===== config.mk =====
export PLATFORM = sky130hd
export DESIGN_NAME = core_sc
export DESIGN_NICKNAME = d
export VERILOG_FILES = /design/src/rtl/rv_pkg.sv /design/src/rtl/control_decoder.sv /design/src/rtl/imm_gen.sv /design/src/rtl/register_file.sv /design/src/rtl/alu.sv /design/src/rtl/load_store_unit.sv /design/src/rtl/core_sc.sv
export SDC_FILE = /design/constraint.sdc
export NUM_CORES = 2
export LEC_CHECK = 0
export BUFFER_PORTS_ARGS = -buffer_cell sky130_fd_sc_hd__clkbuf_2
export CAP_MARGIN = 10
export CORE_MARGIN = 2
export CORE_UTILIZATION = 50
export DETAILED_ROUTE_END_ITERATION = 12
export PLACE_DENSITY = 0.71
export SETUP_SLACK_MARGIN = 0.4
export SLEW_MARGIN = 0
export SYNTH_ARGS = -nofsm -noshare
export SYNTH_HDL_FRONTEND = slang
export SYNTH_SLANG_ARGS = --single-unit

===== constraint.sdc =====
create_clock -name i_clk -period 12.3 [get_ports i_clk]
set_input_delay 1.845 -clock i_clk [delete_from_list [all_inputs] [get_ports i_clk]]
set_output_delay 1.845 -clock i_clk [all_outputs]
set_load 0.02 [all_outputs]

===== src/rtl/rv_pkg.sv =====
// Core widths, opcode and ALU encodings, control, data request and retire structs
package rv_pkg;

	localparam int xlen = 32;
	localparam logic [xlen-1:0] pc_reset = 32'h0000_0000;
	localparam int reg_count = 32;

	// RV32I major opcodes
	typedef enum logic [6:0] {
		op_load   = 7'b0000011,
		op_fence  = 7'b0001111,
		op_imm    = 7'b0010011,
		op_auipc  = 7'b0010111,
		op_store  = 7'b0100011,
		op_reg    = 7'b0110011,
		op_lui    = 7'b0110111,
		op_branch = 7'b1100011,
		op_jalr   = 7'b1100111,
		op_jal    = 7'b1101111
	} opcode_e;

	typedef enum logic [3:0] {
		alu_add    = 4'd0,
		alu_sub    = 4'd1,
		alu_sll    = 4'd2,
		alu_slt    = 4'd3,
		alu_sltu   = 4'd4,
		alu_xor    = 4'd5,
		alu_srl    = 4'd6,
		alu_sra    = 4'd7,
		alu_or     = 4'd8,
		alu_and    = 4'd9,
		alu_pass_b = 4'd10
	} alu_op_e;

	typedef enum logic [1:0] {
		wb_alu  = 2'd0,
		wb_load = 2'd1,
		wb_pc4  = 2'd2
	} wb_sel_e;

	typedef enum logic [1:0] {
		jump_seq    = 2'd0,
		jump_branch = 2'd1,
		jump_jal    = 2'd2,
		jump_jalr   = 2'd3
	} jump_e;

	// ALU operand A source
	typedef enum logic [1:0] {
		a_reg  = 2'd0,
		a_pc   = 2'd1,
		a_zero = 2'd2
	} a_sel_e;

	typedef struct packed {
		alu_op_e    alu_op;
		a_sel_e     a_sel;
		logic       b_imm;
		logic       reg_write;
		logic       mem_read;
		logic       mem_write;
		wb_sel_e    wb_sel;
		jump_e      jump;
		logic [2:0] funct3;
		logic       illegal;
	} ctrl_t;

	typedef struct packed {
		logic [xlen-1:0] addr;
		logic [xlen-1:0] wdata;
		logic [3:0]      strb;
		logic            re;
		logic            we;
	} dmem_req_t;

	typedef struct packed {
		logic [xlen-1:0] pc;
		logic [xlen-1:0] instr;
		logic [4:0]      rd;
		logic            we;
		logic [xlen-1:0] wdata;
	} retire_t;

endpackage


===== src/rtl/control_decoder.sv =====
// Instruction decoder producing the full control word, ALU operation included
module control_decoder (
	input  logic [rv_pkg::xlen-1:0] i_instr,
	output rv_pkg::ctrl_t           o_ctrl
);

	logic [2:0] funct3;
	logic       alt;

	assign funct3 = i_instr[14:12];
	// funct7 bit 5 selects SUB and SRA
	assign alt = i_instr[30];

	function automatic rv_pkg::alu_op_e arith_op(input logic [2:0] f3, input logic f7_alt);
		rv_pkg::alu_op_e op;
		case (f3)
			3'b000:  op = f7_alt ? rv_pkg::alu_sub : rv_pkg::alu_add;
			3'b001:  op = rv_pkg::alu_sll;
			3'b010:  op = rv_pkg::alu_slt;
			3'b011:  op = rv_pkg::alu_sltu;
			3'b100:  op = rv_pkg::alu_xor;
			3'b101:  op = f7_alt ? rv_pkg::alu_sra : rv_pkg::alu_srl;
			3'b110:  op = rv_pkg::alu_or;
			default: op = rv_pkg::alu_and;
		endcase
		return op;
	endfunction

	always_comb begin
		o_ctrl.alu_op    = rv_pkg::alu_add;
		o_ctrl.a_sel     = rv_pkg::a_reg;
		o_ctrl.b_imm     = 1'b0;
		o_ctrl.reg_write = 1'b0;
		o_ctrl.mem_read  = 1'b0;
		o_ctrl.mem_write = 1'b0;
		o_ctrl.wb_sel    = rv_pkg::wb_alu;
		o_ctrl.jump      = rv_pkg::jump_seq;
		o_ctrl.funct3    = funct3;
		o_ctrl.illegal   = 1'b0;
		case (rv_pkg::opcode_e'(i_instr[6:0]))
			rv_pkg::op_reg: begin
				o_ctrl.alu_op    = arith_op(funct3, alt);
				o_ctrl.reg_write = 1'b1;
			end
			rv_pkg::op_imm: begin
				// Bit 30 is immediate data except for SRAI
				o_ctrl.alu_op    = arith_op(funct3, alt && funct3 == 3'b101);
				o_ctrl.b_imm     = 1'b1;
				o_ctrl.reg_write = 1'b1;
			end
			rv_pkg::op_lui: begin
				o_ctrl.alu_op    = rv_pkg::alu_pass_b;
				o_ctrl.a_sel     = rv_pkg::a_zero;
				o_ctrl.b_imm     = 1'b1;
				o_ctrl.reg_write = 1'b1;
			end
			rv_pkg::op_auipc: begin
				o_ctrl.a_sel     = rv_pkg::a_pc;
				o_ctrl.b_imm     = 1'b1;
				o_ctrl.reg_write = 1'b1;
			end
			rv_pkg::op_jal: begin
				o_ctrl.reg_write = 1'b1;
				o_ctrl.wb_sel    = rv_pkg::wb_pc4;
				o_ctrl.jump      = rv_pkg::jump_jal;
			end
			rv_pkg::op_jalr: begin
				o_ctrl.b_imm     = 1'b1;
				o_ctrl.reg_write = 1'b1;
				o_ctrl.wb_sel    = rv_pkg::wb_pc4;
				o_ctrl.jump      = rv_pkg::jump_jalr;
			end
			rv_pkg::op_branch: begin
				// Compare kind from funct3, sense inverted later by funct3[0]
				case (funct3[2:1])
					2'b00:   o_ctrl.alu_op = rv_pkg::alu_sub;
					2'b10:   o_ctrl.alu_op = rv_pkg::alu_slt;
					default: o_ctrl.alu_op = rv_pkg::alu_sltu;
				endcase
				o_ctrl.jump = rv_pkg::jump_branch;
			end
			rv_pkg::op_load: begin
				o_ctrl.b_imm     = 1'b1;
				o_ctrl.reg_write = 1'b1;
				o_ctrl.mem_read  = 1'b1;
				o_ctrl.wb_sel    = rv_pkg::wb_load;
			end
			rv_pkg::op_store: begin
				o_ctrl.b_imm     = 1'b1;
				o_ctrl.mem_write = 1'b1;
			end
			// FENCE has nothing to order in this core
			rv_pkg::op_fence: ;
			default: o_ctrl.illegal = 1'b1;
		endcase
	end

endmodule


===== src/rtl/imm_gen.sv =====
// Immediate extraction and sign extension for the I, S, B, U and J formats
module imm_gen (
	input  logic [rv_pkg::xlen-1:0] i_instr,
	output logic [rv_pkg::xlen-1:0] o_imm
);

	always_comb begin
		case (rv_pkg::opcode_e'(i_instr[6:0]))
			rv_pkg::op_imm, rv_pkg::op_load, rv_pkg::op_jalr:
				o_imm = {{20{i_instr[31]}}, i_instr[31:20]};
			rv_pkg::op_store:
				o_imm = {{20{i_instr[31]}}, i_instr[31:25], i_instr[11:7]};
			// Branch and jump offsets already carry the zero LSB
			rv_pkg::op_branch:
				o_imm = {{19{i_instr[31]}}, i_instr[31], i_instr[7],
					i_instr[30:25], i_instr[11:8], 1'b0};
			rv_pkg::op_jal:
				o_imm = {{11{i_instr[31]}}, i_instr[31], i_instr[19:12],
					i_instr[20], i_instr[30:21], 1'b0};
			rv_pkg::op_lui, rv_pkg::op_auipc:
				o_imm = {i_instr[31:12], 12'b0};
			default:
				o_imm = '0;
		endcase
	end

endmodule


===== src/rtl/register_file.sv =====
// Integer register file with x0 tied to zero, two read ports and one write port
module register_file (
	input  logic                    i_clk,
	input  logic [4:0]              i_rs1,
	input  logic [4:0]              i_rs2,
	input  logic [4:0]              i_rd,
	input  logic                    i_we,
	input  logic [rv_pkg::xlen-1:0] i_wdata,
	output logic [rv_pkg::xlen-1:0] o_rdata1,
	output logic [rv_pkg::xlen-1:0] o_rdata2
);

	// x0 has no storage
	logic [rv_pkg::xlen-1:0] regs [1:rv_pkg::reg_count-1];

	always_ff @(posedge i_clk) begin
		if (i_we && i_rd != 5'd0) begin
			regs[i_rd] <= i_wdata;
		end
	end

	assign o_rdata1 = (i_rs1 == 5'd0) ? '0 : regs[i_rs1];
	assign o_rdata2 = (i_rs2 == 5'd0) ? '0 : regs[i_rs2];

endmodule


===== src/rtl/alu.sv =====
// ALU with arithmetic, logic and shift operations and the branch compare flag
module alu (
	input  rv_pkg::alu_op_e         i_op,
	input  logic [rv_pkg::xlen-1:0] i_a,
	input  logic [rv_pkg::xlen-1:0] i_b,
	output logic [rv_pkg::xlen-1:0] o_result,
	output logic                    o_cmp
);

	logic [4:0] shamt;
	logic       lt_signed;
	logic       lt_unsigned;

	assign shamt       = i_b[4:0];
	assign lt_signed   = $signed(i_a) < $signed(i_b);
	assign lt_unsigned = i_a < i_b;

	always_comb begin
		case (i_op)
			rv_pkg::alu_add:    o_result = i_a + i_b;
			rv_pkg::alu_sub:    o_result = i_a - i_b;
			rv_pkg::alu_sll:    o_result = i_a << shamt;
			rv_pkg::alu_slt:    o_result = {31'b0, lt_signed};
			rv_pkg::alu_sltu:   o_result = {31'b0, lt_unsigned};
			rv_pkg::alu_xor:    o_result = i_a ^ i_b;
			rv_pkg::alu_srl:    o_result = i_a >> shamt;
			rv_pkg::alu_sra:    o_result = $unsigned($signed(i_a) >>> shamt);
			rv_pkg::alu_or:     o_result = i_a | i_b;
			rv_pkg::alu_and:    o_result = i_a & i_b;
			rv_pkg::alu_pass_b: o_result = i_b;
			default:            o_result = '0;
		endcase
	end

	// The decoder picks SUB, SLT or SLTU to choose the branch compare
	always_comb begin
		case (i_op)
			rv_pkg::alu_slt:  o_cmp = lt_signed;
			rv_pkg::alu_sltu: o_cmp = lt_unsigned;
			default:          o_cmp = (i_a == i_b);
		endcase
	end

endmodule


===== src/rtl/load_store_unit.sv =====
// Data-port request builder with byte strobes, and load alignment and extension
module load_store_unit (
	input  rv_pkg::ctrl_t           i_ctrl,
	input  logic                    i_active,
	input  logic [rv_pkg::xlen-1:0] i_addr,
	input  logic [rv_pkg::xlen-1:0] i_store_data,
	input  logic [rv_pkg::xlen-1:0] i_dmem_rdata,
	output rv_pkg::dmem_req_t       o_req,
	output logic [rv_pkg::xlen-1:0] o_load_data
);

	logic [1:0]              lane;
	logic [3:0]              strb;
	logic [rv_pkg::xlen-1:0] wdata;
	logic [7:0]              ld_byte;
	logic [15:0]             ld_half;

	assign lane = i_addr[1:0];

	// Replicate store data so the strobe alone picks the lane
	always_comb begin
		case (i_ctrl.funct3[1:0])
			2'b00: begin
				wdata = {4{i_store_data[7:0]}};
				strb  = 4'b0001 << lane;
			end
			2'b01: begin
				// Halfword truncated to its aligned pair
				wdata = {2{i_store_data[15:0]}};
				strb  = 4'b0011 << {lane[1], 1'b0};
			end
			default: begin
				wdata = i_store_data;
				strb  = 4'b1111;
			end
		endcase
	end

	assign o_req.addr  = {i_addr[rv_pkg::xlen-1:2], 2'b00};
	assign o_req.wdata = wdata;
	assign o_req.re    = i_active && i_ctrl.mem_read;
	assign o_req.we    = i_active && i_ctrl.mem_write;
	assign o_req.strb  = o_req.we ? strb : 4'b0000;

	assign ld_byte = i_dmem_rdata[8*lane +: 8];
	assign ld_half = i_dmem_rdata[16*lane[1] +: 16];

	// funct3[2] marks the unsigned variants
	always_comb begin
		case (i_ctrl.funct3[1:0])
			2'b00:   o_load_data = {{24{ld_byte[7] & ~i_ctrl.funct3[2]}}, ld_byte};
			2'b01:   o_load_data = {{16{ld_half[15] & ~i_ctrl.funct3[2]}}, ld_half};
			default: o_load_data = i_dmem_rdata;
		endcase
	end

endmodule


===== src/rtl/core_sc.sv =====
// Single-cycle RV32I core top with PC, next-PC logic, datapath muxes and retire trace
module core_sc (
	input  logic                    i_clk,
	input  logic                    i_rst,
	input  logic [rv_pkg::xlen-1:0] i_imem_instr,
	input  logic                    i_imem_ready,
	input  logic                    i_dmem_ready,
	input  logic [rv_pkg::xlen-1:0] i_dmem_rdata,
	output logic [rv_pkg::xlen-1:0] o_imem_addr,
	output rv_pkg::dmem_req_t       o_dmem_req,
	output logic                    o_retire_valid,
	output rv_pkg::retire_t         o_retire
);

	logic [rv_pkg::xlen-1:0] pc;
	logic [rv_pkg::xlen-1:0] pc_next;
	logic [rv_pkg::xlen-1:0] pc_plus4;
	logic [rv_pkg::xlen-1:0] pc_target;
	logic                    run;
	logic                    fetch_ok;
	logic                    mem_access;
	logic                    retire;
	logic                    taken;

	rv_pkg::ctrl_t           ctrl;
	logic [rv_pkg::xlen-1:0] imm;
	logic [rv_pkg::xlen-1:0] rdata1;
	logic [rv_pkg::xlen-1:0] rdata2;
	logic [rv_pkg::xlen-1:0] op_a;
	logic [rv_pkg::xlen-1:0] op_b;
	logic [rv_pkg::xlen-1:0] alu_result;
	logic                    alu_cmp;
	logic [rv_pkg::xlen-1:0] load_data;
	logic [rv_pkg::xlen-1:0] wb_data;
	logic [4:0]              rd;

	// Held low through reset and the first cycle after it
	always_ff @(posedge i_clk) begin
		if (!i_rst) begin
			run <= 1'b0;
		end else begin
			run <= 1'b1;
		end
	end

	always_ff @(posedge i_clk) begin
		if (!i_rst) begin
			pc <= rv_pkg::pc_reset;
		end else if (retire) begin
			pc <= pc_next;
		end
	end

	assign o_imem_addr = pc;
	assign rd          = i_imem_instr[11:7];

	// One condition moves PC, register file and trace together
	assign fetch_ok   = run && i_imem_ready;
	assign mem_access = ctrl.mem_read || ctrl.mem_write;
	assign retire     = fetch_ok && (!mem_access || i_dmem_ready);

	control_decoder u_decoder (
		.i_instr (i_imem_instr),
		.o_ctrl  (ctrl)
	);

	imm_gen u_imm_gen (
		.i_instr (i_imem_instr),
		.o_imm   (imm)
	);

	register_file u_regs (
		.i_clk    (i_clk),
		.i_rs1    (i_imem_instr[19:15]),
		.i_rs2    (i_imem_instr[24:20]),
		.i_rd     (rd),
		.i_we     (retire && ctrl.reg_write),
		.i_wdata  (wb_data),
		.o_rdata1 (rdata1),
		.o_rdata2 (rdata2)
	);

	always_comb begin
		case (ctrl.a_sel)
			rv_pkg::a_pc:   op_a = pc;
			rv_pkg::a_zero: op_a = '0;
			default:        op_a = rdata1;
		endcase
	end

	assign op_b = ctrl.b_imm ? imm : rdata2;

	alu u_alu (
		.i_op     (ctrl.alu_op),
		.i_a      (op_a),
		.i_b      (op_b),
		.o_result (alu_result),
		.o_cmp    (alu_cmp)
	);

	load_store_unit u_lsu (
		.i_ctrl       (ctrl),
		.i_active     (fetch_ok),
		.i_addr       (alu_result),
		.i_store_data (rdata2),
		.i_dmem_rdata (i_dmem_rdata),
		.o_req        (o_dmem_req),
		.o_load_data  (load_data)
	);

	// funct3[0] inverts the compare for BNE, BGE and BGEU
	assign taken     = alu_cmp ^ ctrl.funct3[0];
	assign pc_plus4  = pc + 32'd4;
	assign pc_target = pc + imm;

	always_comb begin
		case (ctrl.jump)
			rv_pkg::jump_branch: pc_next = taken ? pc_target : pc_plus4;
			rv_pkg::jump_jal:    pc_next = pc_target;
			rv_pkg::jump_jalr:   pc_next = {alu_result[rv_pkg::xlen-1:1], 1'b0};
			default:             pc_next = pc_plus4;
		endcase
	end

	always_comb begin
		case (ctrl.wb_sel)
			rv_pkg::wb_load: wb_data = load_data;
			rv_pkg::wb_pc4:  wb_data = pc_plus4;
			default:         wb_data = alu_result;
		endcase
	end

	assign o_retire_valid = retire;
	assign o_retire.pc    = pc;
	assign o_retire.instr = i_imem_instr;
	assign o_retire.rd    = rd;
	assign o_retire.we    = ctrl.reg_write;
	// Value as the register file sees it, so x0 reads back zero
	assign o_retire.wdata = (ctrl.reg_write && rd != 5'd0) ? wb_data : '0;

endmodule


==> results.md <==
- Nets: 5434
- Share of the synthesized area in the top cell type: 0.4752
- Multi-input gate area: 29670 um^2
- Aggregate global routing overflow: 0
- Relative slew slack: 0.08890
- Non-filler instance count after layout: 6954
- Crit end category: primary output
- Max Cap Viol: 0
- Clk slew on worst S/H paths: 0.06 ns
- CTS Root Cell: clkbuf_16
- Yosys warns: 0
- Inst Count DP: 6755
- GRT busiest layer: met2
- Synth cell types: 109
- Reg area: 30450 um^2
- CP top delay family: compound AO/OA/AOI/OAI gates
- Rows: 129
- Die Span X: 358.1 um
- Die Y-Extent: 358.1 um
- Worst slew pin tran: 1.367 ns
- Remaining antenna violation count: 0
- Syn_area_per_cell: 12.63 um^2
- Seq cells post-synth: 1025
- Mapped Cells: 4961
- Power density over the cells: 154.2 nW/um^2
- Area grow syn2layout: 11.99%
- Hold_buf cts: 0
- Fin util: 0.5656
- Sequential area share after synthesis: 0.4858
- Port Buffer Count: 270
- Die area: 128200 um^2
- First-pass DRT Iterations: 6
- Clock tree sinks: 1025
- Crit path max-delay cell type: or4_1
- Dpl hpwl: 200000 um
- Met1 Resource Use GR: 0.5824
- Total Routed Length: 288500 um
- Met2 Usage GRT: 0.6659
- Vias in the first global route: 48970
- Core ar.: 124100 um^2
- Slowest cell delay on critical path: 0.58 ns
- DRT iter0 DRCs: 8649
- GR Util met3: 0.1171
- Synth Flop Type: edfxtp_1
- Initial core utilization: 0.5050
- Residual DRC count: 0
- Initial antenna violation count: 18
- Min cycle time layout: 11.87 ns
- Crit path launch type: primary input
- CTS tree: done
- Post-synth EDFFs: 992
- Fill cell count: 10020
- # IOs: 273
- Post-Syn Area: 62680 um^2
- Area leader, netlist: edfxtp_1
- Hold Path Class: register to register
- Async SR Flop Fraction: 0
- Share of cells above drive strength 1: 0.2582
- Worst EP arrival: 10.02 ns
- WL/cell: 41.48 um
- RSZ-0062 raised after global routing: yes
- H-Tree Depth: 3
- Final setup fails: 0
- Max VDD drop: 0.1611 mV
- Critical path class: primary input to primary output
- First-pass GRT wire length: 392500 um
- Crit-path most repeated cell: buf_4
- Final Max Slew Viols: 0
- Main area contributors after synthesis: edfxtp_1, mux4_2, mux2i_1, a21oi_1, ha_1
- Fin. Hold Viols: 0
- Largest net degree at the start of global routing: 71
- Critical Path RT: 10.45 ns
- Later-pin clock latency in the skew report: 0.77 ns
- Number of vias per cell: 7.369
- Fin crit share: 0.9647
- FMAX: 84.27 MHz
- Via count: 51240
- Clk_skew: 0.06786 ns
- Leakage power: 25.32 nW
- Clk buf depth: 3
- Crit-path max FO: 15
- Outcome: finished clean
- Num CTS Buffers: 104
- Final GP Congestion: 1.094
- Bufs and invs on worst path: 7
- Tot GR Track Use: 0.4454
sequential cells by signal, summed over array words and instances, names as in the netlist:
register	count
run	1
u_regs.regs	992
o_imem_addr	32
synth_stat cells, drive strengths merged (94+ instances only):
cell type	instances
a211oi	94
mux2i	328
nor2	309
a21oi	361
inv	143
ha	134
o21ai	266
edfxtp	992
buf	239
mux4	413
clkbuf	202
nand2	374
kinds of logic after synthesis:
family | share of synthesized area
AO/OA/AOI/OAI | 0.1408
AND/OR/NAND/NOR | 0.07527
flip-flops | 0.4858
multiplexers | 0.2107
buffers and inverters | 0.04745
adder cells (fa/ha/maj) | 0.02771
XOR/XNOR | 0.01230
other | 0.00005983
metal layers:
layer | wire (um) | part of all wire
met4 | 21810 | 0.076
met5 | 89 | 0.00031
met1 | 104300 | 0.36
met3 | 36220 | 0.13
met2 | 126100 | 0.44
power by group:
group	leakage, nW	internal (mW)	switching, mW
clock	1.62	1.74	1.41
sequential	9.18	4.34	0.0170
combinational	14.5	0.914	2.40
total	25.3	7.00	3.83
final timing paths:
path | cells past startpoint | startpoint | end | slack, ns
worst max-delay path | 28 | i_imem_instr[2] | o_retire[27] | 0.43
worst max register to register | 24 | u_regs.regs[30][0]$_DFFE_PP_ | o_imem_addr[28]$_SDFFE_PN0P_ | 3.88
worst min register to register | 2 | o_imem_addr[0]$_SDFFE_PN0P_ | o_imem_addr[0]$_SDFFE_PN0P_ | 0.69
worst min-delay path | 2 | o_imem_addr[0]$_SDFFE_PN0P_ | o_imem_addr[0]$_SDFFE_PN0P_ | 0.69
layout make-up:
| class | instances | share of cell area |
|---|---|---|
| diodes | 8 | 0.0002852 |
| clock buffers | 125 | 0.03850 |
| clock inverters | 61 | 0.009162 |
| inverters | 146 | 0.007807 |
| multi-input cells | 3350 | 0.4227 |
| flip-flops and latches | 1025 | 0.4338 |
| well taps | 1637 | 0.02918 |
| repair buffers | 602 | 0.05859 |
worst reg2reg max path: cells and delay by family (launching register included):
| kind | cells | cell delay (ns) |
|---|---|---|
| flip-flops | 1 | 0.43 |
| AND/OR/NAND/NOR | 5 | 1.37 |
| AO/OA/AOI/OAI | 12 | 4.43 |
| buffers and inverters | 3 | 0.56 |
| adder cells (fa/ha/maj) | 2 | 0.65 |
| multiplexers | 2 | 0.96 |
stage by stage:
stage	area, um^2	setup slack [ns]	power, mW	TNS [ns]	hold WS (ns)
6_report	70200	0.4336	10.82	0	0.6876
5_1_grt	70180	0.2829	11.05	0	0.7068
4_1_cts	70110	0.4418	10.68	0	0.6629
3_5_place_dp	66750	0.09755	7.565	0	0.6531
3_3_place_gp	66730	-0.01302	7.570	-0.01302	0.6410
2_1_floorplan	62690	0.9552	6.137	0	0.6069
cells in the final DEF, fill, tap and decap left out, types with 20 or more instances in the layout:
cell	n
a211oi_1	88
a21o_1	38
a21oi_1	346
a221oi_1	60
a22oi_1	36
a31oi_1	31
and2_1	26
and3_1	25
buf_4	315
clkbuf_1	20
clkbuf_16	105
clkbuf_2	265
clkinv_1	21
dfxtp_1	33
edfxtp_1	992
ha_1	134
inv_1	139
mux2_2	51
mux2i_1	323
mux4_2	413
nand2_1	372
nand2b_1	33
nand3_1	58
nor2_1	268
nor2_4	32
nor2b_1	40
nor3_1	70
o211ai_1	47
o21ai_0	250
o221ai_1	65
o22ai_1	43
xnor2_1	58
xor2_1	29
repair_timing:
| action | CTS | global route |
|---|---|---|
| endpoints found under the setup margin | 1 | 17 |
| resized for setup | 3 | 3 |
| pin swaps | 1 | 0 |
| setup buffers | 2 | 0 |
Power figures use the tool's default switching activity.
